## src/logic/chanlink_settings.svh

```systemverilog
`ifndef CHANLINK_SETTINGS_SVH
`define CHANLINK_SETTINGS_SVH

//////////////////////////////////////////////////////////////////////
// Buffer sizes
//////////////////////////////////////////////////////////////////////

`define CHL_DATA_W       12       // ADC sample
`define CHL_EVT_DEPTH    128
`define CHL_EVT_CNT_W    8        // Holds 0..128
`define CHL_L1A_DEPTH    16
`define CHL_L1A_CNT_W    5        // Holds 0..16

//////////////////////////////////////////////////////////////////////
// Frame layout
//////////////////////////////////////////////////////////////////////

`define CHL_SEQ_W        7
`define CHL_DATA_WORDS   96       // Sample words per frame
`define CHL_SEQ_CRC      96
`define CHL_SEQ_HDR      97
`define CHL_SEQ_L1A      98
`define CHL_SEQ_LAST     99

// Serial flag windows inside the sample words
`define CHL_PHASE_FIRST  72
`define CHL_PHASE_LAST   77
`define CHL_SMAX_FIRST   90
`define CHL_SMAX_LAST    95
`define CHL_SMAX_FLAG    15

`define CHL_WORD_HDR     16'h700C
`define CHL_WORD_END     16'h7FFF

`endif
```

## src/logic/chanlink_frame_pkg.sv

```systemverilog
`include "chanlink_settings.svh"

package chanlink_frame_pkg;

	typedef struct packed {
		logic                   zero_hi;
		logic                   ovlp_n;     // Active low overlap
		logic                   serial;
		logic                   zero_lo;
		logic [`CHL_DATA_W-1:0] sample;
	} sample_word_t;

	typedef struct packed {
		logic        zero;
		logic [14:0] value;
	} crc_word_t;

	typedef union packed {
		sample_word_t samp;
		crc_word_t    chk;
	} frame_word_u;

	typedef enum logic {
		IDLE,
		SEND
	} fsm_state_t;

	// CRC15 over a 13 bit word, one step per sample
	function automatic logic [14:0] crc15_d13(input logic [12:0] d, input logic [14:0] c);
		logic [14:0] n;
		n[0] = d[0] ^ c[2];
		for (int i = 1; i < 13; i++) begin
			n[i] = d[i-1] ^ d[i] ^ c[i+1] ^ c[i+2];
		end
		n[13] = d[12] ^ c[14] ^ c[0];
		n[14] = c[1];
		return n;
	endfunction

endpackage

```

## src/logic/chanlink_evt_pkg.sv

```systemverilog
`include "chanlink_settings.svh"

package chanlink_evt_pkg;

	// One sample as stored in the event buffer
	typedef struct packed {
		logic                   ovlp;       // Sample shared with previous event
		logic [`CHL_DATA_W-1:0] sample;
	} evt_entry_t;

	// Trigger record, stored only on an L1A match
	typedef struct packed {
		logic                   phase;
		logic [`CHL_DATA_W-1:0] match_cnt;
		logic [23:0]            l1a_cnt;
	} l1a_entry_t;

endpackage

```

## src/logic/chanlink_readout.sv

```systemverilog
`timescale 1ns/1ns
`include "chanlink_settings.svh"

module chanlink_readout (
	input  logic                         RCLK,
	input  logic                         RST_RESYNC,
	input  logic                         evt_wr_i,
	input  chanlink_evt_pkg::evt_entry_t evt_data_i,
	input  logic                         l1a_wr_i,
	input  logic                         l1a_match_i,
	input  chanlink_evt_pkg::l1a_entry_t l1a_data_i,
	input  logic                         warn_i,
	input  logic [6:0]                   samp_max_i,
	output logic                         evt_credit_o,
	output logic                         l1a_credit_o,
	output logic [15:0]                  dout_o,
	output logic                         dvalid_o,
	output logic                         last_wrd_o
);

	chanlink_evt_pkg::evt_entry_t evt_rd_data;
	chanlink_evt_pkg::l1a_entry_t l1a_rd_data;
	logic [`CHL_EVT_CNT_W-1:0]    evt_count;
	logic [`CHL_L1A_CNT_W-1:0]    l1a_count;
	logic                         l1a_empty;
	logic                         seq_run;
	logic                         evt_pop;
	logic                         l1a_pop;
	logic                         word_valid;
	logic [`CHL_SEQ_W-1:0]        seq;
	logic                         data_phase;
	logic                         frame_last;

	//////////////////////////////////////////////////////////////////////
	// Event and trigger buffers
	//////////////////////////////////////////////////////////////////////

	chanlink_fifo #(
		.DEPTH  (`CHL_EVT_DEPTH),
		.CNT_W  (`CHL_EVT_CNT_W),
		.DATA_W ($bits(chanlink_evt_pkg::evt_entry_t))
	) evt_fifo (
		.RCLK       (RCLK),
		.RST_RESYNC (RST_RESYNC),
		.wr_i       (evt_wr_i),
		.wr_data_i  (evt_data_i),
		.rd_i       (evt_pop),
		.rd_data_o  (evt_rd_data),
		.count_o    (evt_count),
		.empty_o    (),
		.credit_o   (evt_credit_o)
	);

	chanlink_fifo #(
		.DEPTH  (`CHL_L1A_DEPTH),
		.CNT_W  (`CHL_L1A_CNT_W),
		.DATA_W ($bits(chanlink_evt_pkg::l1a_entry_t))
	) l1a_fifo (
		.RCLK       (RCLK),
		.RST_RESYNC (RST_RESYNC),
		.wr_i       (l1a_wr_i & l1a_match_i),   // Matched triggers only
		.wr_data_i  (l1a_data_i),
		.rd_i       (l1a_pop),
		.rd_data_o  (l1a_rd_data),
		.count_o    (l1a_count),
		.empty_o    (l1a_empty),
		.credit_o   (l1a_credit_o)
	);

	//////////////////////////////////////////////////////////////////////
	// Frame control and assembly
	//////////////////////////////////////////////////////////////////////

	frame_seq_counter seq_counter (
		.RCLK         (RCLK),
		.RST_RESYNC   (RST_RESYNC),
		.run_i        (seq_run),
		.seq_o        (seq),
		.data_phase_o (data_phase),
		.frame_last_o (frame_last)
	);

	frame_fsm fsm (
		.RCLK         (RCLK),
		.RST_RESYNC   (RST_RESYNC),
		.evt_count_i  (evt_count),
		.l1a_empty_i  (l1a_empty),
		.data_phase_i (data_phase),
		.frame_last_i (frame_last),
		.seq_run_o    (seq_run),
		.evt_pop_o    (evt_pop),
		.l1a_pop_o    (l1a_pop),
		.word_valid_o (word_valid)
	);

	frame_assembler assembler (
		.RCLK         (RCLK),
		.RST_RESYNC   (RST_RESYNC),
		.seq_i        (seq),
		.word_valid_i (word_valid),
		.evt_entry_i  (evt_rd_data),
		.l1a_entry_i  (l1a_rd_data),
		.l1a_count_i  (l1a_count),
		.warn_i       (warn_i),
		.samp_max_i   (samp_max_i),
		.dout_o       (dout_o),
		.dvalid_o     (dvalid_o),
		.last_wrd_o   (last_wrd_o)
	);

endmodule

```

## src/logic/frame_assembler.sv

```systemverilog
`timescale 1ns/1ns
`include "chanlink_settings.svh"

module frame_assembler (
	input  logic                      RCLK,
	input  logic                      RST_RESYNC,
	input  logic [`CHL_SEQ_W-1:0]     seq_i,
	input  logic                      word_valid_i,
	input  chanlink_evt_pkg::evt_entry_t evt_entry_i,
	input  chanlink_evt_pkg::l1a_entry_t l1a_entry_i,
	input  logic [`CHL_L1A_CNT_W-1:0] l1a_count_i,
	input  logic                      warn_i,
	input  logic [6:0]                samp_max_i,
	output logic [15:0]               dout_o,
	output logic                      dvalid_o,
	output logic                      last_wrd_o
);

	logic [`CHL_SEQ_W-1:0]          seq_d;
	logic                           valid_d;
	logic [14:0]                    crc;
	logic                           serial;
	logic                           in_phase_win;
	logic                           in_smax_win;
	chanlink_frame_pkg::frame_word_u word_u;
	logic [15:0]                    word_nxt;

	//////////////////////////////////////////////////////////////////////
	// Stage 1: position lined up with FIFO read data
	//////////////////////////////////////////////////////////////////////

	assign in_phase_win = (seq_d >= `CHL_SEQ_W'(`CHL_PHASE_FIRST)) &&
		(seq_d <= `CHL_SEQ_W'(`CHL_PHASE_LAST));
	assign in_smax_win  = (seq_d >= `CHL_SEQ_W'(`CHL_SMAX_FIRST)) &&
		(seq_d <= `CHL_SEQ_W'(`CHL_SMAX_LAST));

	always_comb begin
		if (in_phase_win) begin
			serial = l1a_entry_i.phase;
		end else if (in_smax_win) begin
			serial = (samp_max_i == 7'(`CHL_SMAX_FLAG));
		end else begin
			serial = 1'b0;
		end
	end

	always_comb begin
		word_u.samp.zero_hi = 1'b0;
		word_u.samp.ovlp_n  = ~evt_entry_i.ovlp;
		word_u.samp.serial  = serial;
		word_u.samp.zero_lo = 1'b0;
		word_u.samp.sample  = evt_entry_i.sample;
		if (seq_d == `CHL_SEQ_W'(`CHL_SEQ_CRC)) begin
			word_u.chk.zero  = 1'b0;
			word_u.chk.value = crc;      // Covers all 96 samples by now
		end
	end

	always_comb begin
		case (seq_d)
			`CHL_SEQ_W'(`CHL_SEQ_HDR):  word_nxt = `CHL_WORD_HDR;
			`CHL_SEQ_W'(`CHL_SEQ_L1A):  word_nxt = {4'h7, l1a_entry_i.l1a_cnt[5:0],
				l1a_count_i, warn_i};
			`CHL_SEQ_W'(`CHL_SEQ_LAST): word_nxt = `CHL_WORD_END;
			default:                    word_nxt = word_u;
		endcase
	end

	//////////////////////////////////////////////////////////////////////
	// Stage 2: output register
	//////////////////////////////////////////////////////////////////////

	always_ff @(posedge RCLK or posedge RST_RESYNC) begin
		if (RST_RESYNC) begin
			seq_d      <= '0;
			valid_d    <= 1'b0;
			crc        <= '0;
			dvalid_o   <= 1'b0;
			last_wrd_o <= 1'b0;
		end else begin
			seq_d   <= seq_i;
			valid_d <= word_valid_i;
			if (!valid_d) begin
				crc <= '0;              // Cleared in the gap between frames
			end else if (seq_d < `CHL_SEQ_W'(`CHL_DATA_WORDS)) begin
				crc <= chanlink_frame_pkg::crc15_d13({1'b0, evt_entry_i.sample}, crc);
			end
			dvalid_o   <= valid_d;
			last_wrd_o <= valid_d && (seq_d == `CHL_SEQ_W'(`CHL_SEQ_LAST));
		end
	end

	always_ff @(posedge RCLK) begin
		dout_o <= word_nxt;
	end

endmodule

```

## src/logic/frame_fsm.sv

```systemverilog
`timescale 1ns/1ns
`include "chanlink_settings.svh"

module frame_fsm (
	input  logic                      RCLK,
	input  logic                      RST_RESYNC,
	input  logic [`CHL_EVT_CNT_W-1:0] evt_count_i,
	input  logic                      l1a_empty_i,
	input  logic                      data_phase_i,
	input  logic                      frame_last_i,
	output logic                      seq_run_o,
	output logic                      evt_pop_o,
	output logic                      l1a_pop_o,
	output logic                      word_valid_o
);

	chanlink_frame_pkg::fsm_state_t state;
	chanlink_frame_pkg::fsm_state_t state_nxt;
	logic                           evt_ready;
	logic                           sending;

	// Full event and its trigger record buffered
	assign evt_ready = !l1a_empty_i &&
		(evt_count_i >= `CHL_EVT_CNT_W'(`CHL_DATA_WORDS));

	assign sending      = (state == chanlink_frame_pkg::SEND);
	assign seq_run_o    = sending;
	assign word_valid_o = sending;
	assign evt_pop_o    = sending && data_phase_i;
	assign l1a_pop_o    = sending && frame_last_i;   // Trigger consumed on word 99

	always_comb begin
		state_nxt = state;
		case (state)
			chanlink_frame_pkg::IDLE: begin
				if (evt_ready) begin
					state_nxt = chanlink_frame_pkg::SEND;
				end
			end
			chanlink_frame_pkg::SEND: begin
				if (frame_last_i) begin
					state_nxt = chanlink_frame_pkg::IDLE;
				end
			end
			default: state_nxt = chanlink_frame_pkg::IDLE;
		endcase
	end

	always_ff @(posedge RCLK or posedge RST_RESYNC) begin
		if (RST_RESYNC) begin
			state <= chanlink_frame_pkg::IDLE;
		end else begin
			state <= state_nxt;
		end
	end

endmodule

```

## src/logic/frame_seq_counter.sv

```systemverilog
`timescale 1ns/1ns
`include "chanlink_settings.svh"

module frame_seq_counter (
	input  logic                  RCLK,
	input  logic                  RST_RESYNC,
	input  logic                  run_i,
	output logic [`CHL_SEQ_W-1:0] seq_o,
	output logic                  data_phase_o,
	output logic                  frame_last_o
);

	assign data_phase_o = (seq_o < `CHL_SEQ_W'(`CHL_DATA_WORDS));
	assign frame_last_o = (seq_o == `CHL_SEQ_W'(`CHL_SEQ_LAST));

	// Sits at zero between frames
	always_ff @(posedge RCLK or posedge RST_RESYNC) begin
		if (RST_RESYNC) begin
			seq_o <= '0;
		end else if (run_i && !frame_last_o) begin
			seq_o <= seq_o + 1'b1;
		end else begin
			seq_o <= '0;
		end
	end

endmodule

```

## src/logic/chanlink_fifo.sv

```systemverilog
`timescale 1ns/1ns

module chanlink_fifo #(
	parameter int DEPTH  = 16,
	parameter int CNT_W  = 5,
	parameter int DATA_W = 8
) (
	input  logic              RCLK,
	input  logic              RST_RESYNC,
	input  logic              wr_i,
	input  logic [DATA_W-1:0] wr_data_i,
	input  logic              rd_i,
	output logic [DATA_W-1:0] rd_data_o,
	output logic [CNT_W-1:0]  count_o,
	output logic              empty_o,
	output logic              credit_o
);

	localparam int AW = $clog2(DEPTH);

	logic [DATA_W-1:0] mem [DEPTH];
	logic [AW-1:0]     wr_ptr;
	logic [AW-1:0]     rd_ptr;
	logic              full;
	logic              do_wr;
	logic              do_rd;

	assign full    = (count_o == CNT_W'(DEPTH));
	assign empty_o = (count_o == '0);
	assign do_wr   = wr_i && !full;         // Write without credit is lost
	assign do_rd   = rd_i && !empty_o;

	always_ff @(posedge RCLK) begin
		if (do_wr) begin
			mem[wr_ptr] <= wr_data_i;
		end
		rd_data_o <= mem[rd_ptr];           // Head entry, one cycle behind
	end

	always_ff @(posedge RCLK or posedge RST_RESYNC) begin
		if (RST_RESYNC) begin
			wr_ptr   <= '0;
			rd_ptr   <= '0;
			count_o  <= '0;
			credit_o <= 1'b0;
		end else begin
			if (do_wr) begin
				wr_ptr <= wr_ptr + 1'b1;
			end
			if (do_rd) begin
				rd_ptr <= rd_ptr + 1'b1;
			end
			case ({do_wr, do_rd})
				2'b10:   count_o <= count_o + 1'b1;
				2'b01:   count_o <= count_o - 1'b1;
				default: count_o <= count_o;
			endcase
			credit_o <= do_rd;              // One credit back per pop
		end
	end

endmodule

```

## config.mk

```make
export PLATFORM = sky130hd
export DESIGN_NAME = chanlink_readout
export DESIGN_NICKNAME = d
export VERILOG_FILES = /design/src/logic/chanlink_frame_pkg.sv /design/src/logic/chanlink_evt_pkg.sv /design/src/logic/chanlink_readout.sv /design/src/logic/frame_assembler.sv /design/src/logic/frame_fsm.sv /design/src/logic/frame_seq_counter.sv /design/src/logic/chanlink_fifo.sv
export VERILOG_INCLUDE_DIRS = /design/src /design/src/logic
export SDC_FILE = /design/constraint.sdc
export NUM_CORES = 2
export LEC_CHECK = 0
export BUFFER_PORTS_ARGS = -buffer_cell sky130_fd_sc_hd__buf_2
export CAP_MARGIN = 20
export CORE_ASPECT_RATIO = 0.7
export CORE_MARGIN = 8
export CORE_UTILIZATION = 60
export DETAILED_ROUTE_END_ITERATION = 8
export GPL_ROUTABILITY_DRIVEN = 0
export PLACE_DENSITY = 0.87
export REMOVE_ABC_BUFFERS = 1
export SYNTH_ARGS = -nofsm -noshare
export SYNTH_HDL_FRONTEND = slang
export SYNTH_SLANG_ARGS = --single-unit
export TNS_END_PERCENT = 20
```

## constraint.sdc

```tcl
create_clock -name RCLK -period 5.2 [get_ports RCLK]
set_input_delay 1.04 -clock RCLK [delete_from_list [all_inputs] [get_ports RCLK]]
set_output_delay 1.04 -clock RCLK [all_outputs]
set_load 0.01 [all_outputs]
```

==> results.json <==
{
  "drive_gt1_frac": 0.238,
  "syn_inst": 3486,
  "crit_cells": 6,
  "wl_met3_um": 32100,
  "period_share": 0.808,
  "crit_required_ns": 5.84,
  "first_iter_violations": 6917,
  "htreeDepth": 4,
  "wl_met2_um": 86300,
  "viasPerCell": 7.08,
  "pwr-share-seq": 0.524,
  "cts-root-buf": "clkbuf_16",
  "status": "finished clean",
  "relSlewSlack": 0.121,
  "place_inst": 5187,
  "hold_ws_ns": 0.320,
  "path_clk_slew_ns": 0.07,
  "clock-sinks": 1881,
  "ioPinCount": 83,
  "ys_seq_area_frac": 0.768,
  "port_buffers": 51,
  "die-width_um": 432,
  "fillerInstances": 6823,
  "grtUsageTotal": 0.284,
  "post-place-ws_ns": 1.15,
  "path_class": "flop to flop",
  "crit_fanout": 38,
  "drc": 0,
  "firstDrtPassIters": 7,
  "leakage_nw": 25.0,
  "p_int_mw": 24.9,
  "dominantRegCellSynth": "edfxtp_1",
  "cts_inserted_buffers": 156,
  "ys_ff_latch": 1881,
  "finClkSkew_ns": 0.0351,
  "grt_pass1_wl_um": 272000,
  "antenna_found_initial": 11,
  "num_rows": 106,
  "min_period_ns": 4.20,
  "setup_viol": 0,
  "fin_ws_ns": 1.00,
  "synth_edf_count": 1776,
  "yosys.cell_types.count": 60,
  "critPathCaptureType": "flop",
  "cts_tree": "built",
  "crit_path_cell_trace": "buf_4, nand2b_1, o22ai_1, a2111oi_0, a211oi_1, o32a_1",
  "max-cap-violations": 0,
  "syn_area_um2": 72600,
  "area_growth_pct": 11.3,
  "power.density_nw_per_um2": 409,
  "cts.path.max_buffers": 3,
  "top_layer_used": "met5",
  "drt_wl_total_um": 191000,
  "final_hold_viol_count": 0,
  "stdcell_count": 5480,
  "hp-class": "input pin to asynchronous set/reset pin",
  "dieHeight_um": 307,
  "first_global_vias": 38343,
  "yosys_warnings": 0,
  "p_comb_frac": 0.118,
  "coreArea_um2": 120000,
  "fmax_mhz": 238,
  "final_cell_mix": "edfxtp_1, mux4_2, buf_4",
  "synthArstFlopShare": 0.0372,
  "critPathTopFamily": "compound AO/OA/AOI/OAI gates",
  "initial_core_util": 0.606,
  "critPathLaunchType": "flop",
  "power_switching_mw": 8.12,
  "ir_worst_vdd_uv": 381,
  "slowest_stage": "a2111oi_0",
  "fin_util": 0.674,
  "wire_per_inst_um": 34.9,
  "grt_max_degree": 91,
  "avgSynthCellArea_um2": 20.8,
  "overflow": 0,
  "ff2ff_path_depth": 6,
  "swShare": 0.246,
  "max_stage_delay_ns": 1.13,
  "rsz0062_at_grt": "false",
  "fin_tns_setup_ns": 0,
  "cts_setup_buffers": 0,
  "via_count": 38788,
  "clock_latency_ns": 0.81,
  "crit_buf_inv": 1,
  "drt-met1-wl_um": 64400,
  "layout_commonest_cell": "edfxtp_1",
  "nNetsFinal": 3820,
  "antenna_left": 0,
  "final_max_slew_viol_count": 0,
  "die-area_um2": 133000,
  "cts_resized": 0,
  "clkPwrFrac": 0.358,
  "dp_hpwl_um": 110000,
  "arrival_ns": 4.85,
  "hold_buffers": 0,
  "tightest_slew_ns": 1.29
}
-- final cells by class --
class / count / area (µm²) / area share
sequential: 1881 / 55800 / 0.691
clock buffer: 191 / 4080 / 0.0505
clock inverter: 89 / 915 / 0.0113
timing repair buffer: 289 / 2200 / 0.0273
antenna: 2 / 5.00 / 0.0000620
tap: 1620 / 2030 / 0.0251
multi-input combinational: 1400 / 15700 / 0.195
inverter: 8 / 31.3 / 0.000387
-- worst reg2reg max path: stages, from the launching register on --
cell and delay [ns]:
dfrtp_4 1.01, buf_4 0.54, nand2b_1 0.64, o22ai_1 0.21, a2111oi_0 1.13, a211oi_1 0.19, o32a_1 0.33
-- path summary, 6_finish.rpt --
check | start | endpoint | slack, ns
worst max register to register | evt_fifo.rd_ptr[0]$_DFFE_PP0P_ | evt_fifo.rd_data_o[5]$_DFF_P_ | 1.0
worst max-delay path | evt_fifo.rd_ptr[0]$_DFFE_PP0P_ | evt_fifo.rd_data_o[5]$_DFF_P_ | 1.0
worst min register to register | seq_counter.seq_o[6]$_DFF_PP0_ | assembler.seq_d[6]$_DFF_PP0_ | 0.42
min in group RCLK | seq_counter.seq_o[6]$_DFF_PP0_ | assembler.seq_d[6]$_DFF_PP0_ | 0.42
max in group asynchronous | RST_RESYNC | l1a_fifo.rd_ptr[0]$_DFFE_PP0P_ | 3.84
worst min-delay path | RST_RESYNC | assembler.seq_d[5]$_DFF_PP0_ | 0.32
-- sequential cells by signal (all words and copies together), names as in the netlist, 5 cells and up --
name / count
assembler.seq_d: 7
evt_fifo.mem: 1664
l1a_fifo.rd_data_o: 7
evt_fifo.rd_data_o: 13
l1a_fifo.count_o: 5
evt_fifo.count_o: 8
seq_counter.seq_o: 7
evt_fifo.wr_ptr: 7
assembler.crc: 15
assembler.dout_o: 15
l1a_fifo.mem: 112
evt_fifo.rd_ptr: 7
-- power by group through the flow --
stage	registers, mW	logic [mW]	clock network [mW]
after floorplan	17.7	2.31	0
after global placement	17.6	3.61	0
after detailed placement	17.6	3.73	0
after CTS	17.3	3.82	11.9
after global routing	17.4	4.06	12.4
final	17.3	3.92	11.8
-- cells in the mapped netlist (all sizes together) (34+ instances only) --
cell type | n | area (µm²)
dfxtp | 35 | 701
clkbuf | 74 | 278
a21oi | 34 | 170
mux4 | 392 | 8830
a22oi | 62 | 465
o22ai | 57 | 357
nor2 | 202 | 761
dfrtp | 70 | 1750
nand2 | 72 | 270
edfxtp | 1776 | 53300
buf | 123 | 821
a22o | 34 | 298
mux2i | 154 | 1540
nor3 | 34 | 170
-- metrics by stage --
step / area, µm² / power, mW
2_1_floorplan: 71500 / 20.1
3_3_place_gp: 75700 / 21.2
3_5_place_dp: 75700 / 21.4
4_1_cts: 80700 / 33.0
5_1_grt: 80800 / 33.8
6_report: 80800 / 33.1
-- cell families after synthesis --
group | share of synthesized area
adders and majority gates | 0.00383
other | 0.0000517
and+or+nand+nor | 0.0256
buffers and inverters | 0.0155
DFF | 0.768
AOI/OAI and AO/OA | 0.0353
xor gates and xnor gates | 0.00724
muxes | 0.144
-- routing by layer --
layer  track usage  vias to the layer above
li1              -                    14936
met1         0.385                    19513
met2         0.427                     3713
met3         0.106                      616
met4         0.109                       10
met5             0                        -
No activity file was read; power rests on OpenSTA's default activity.
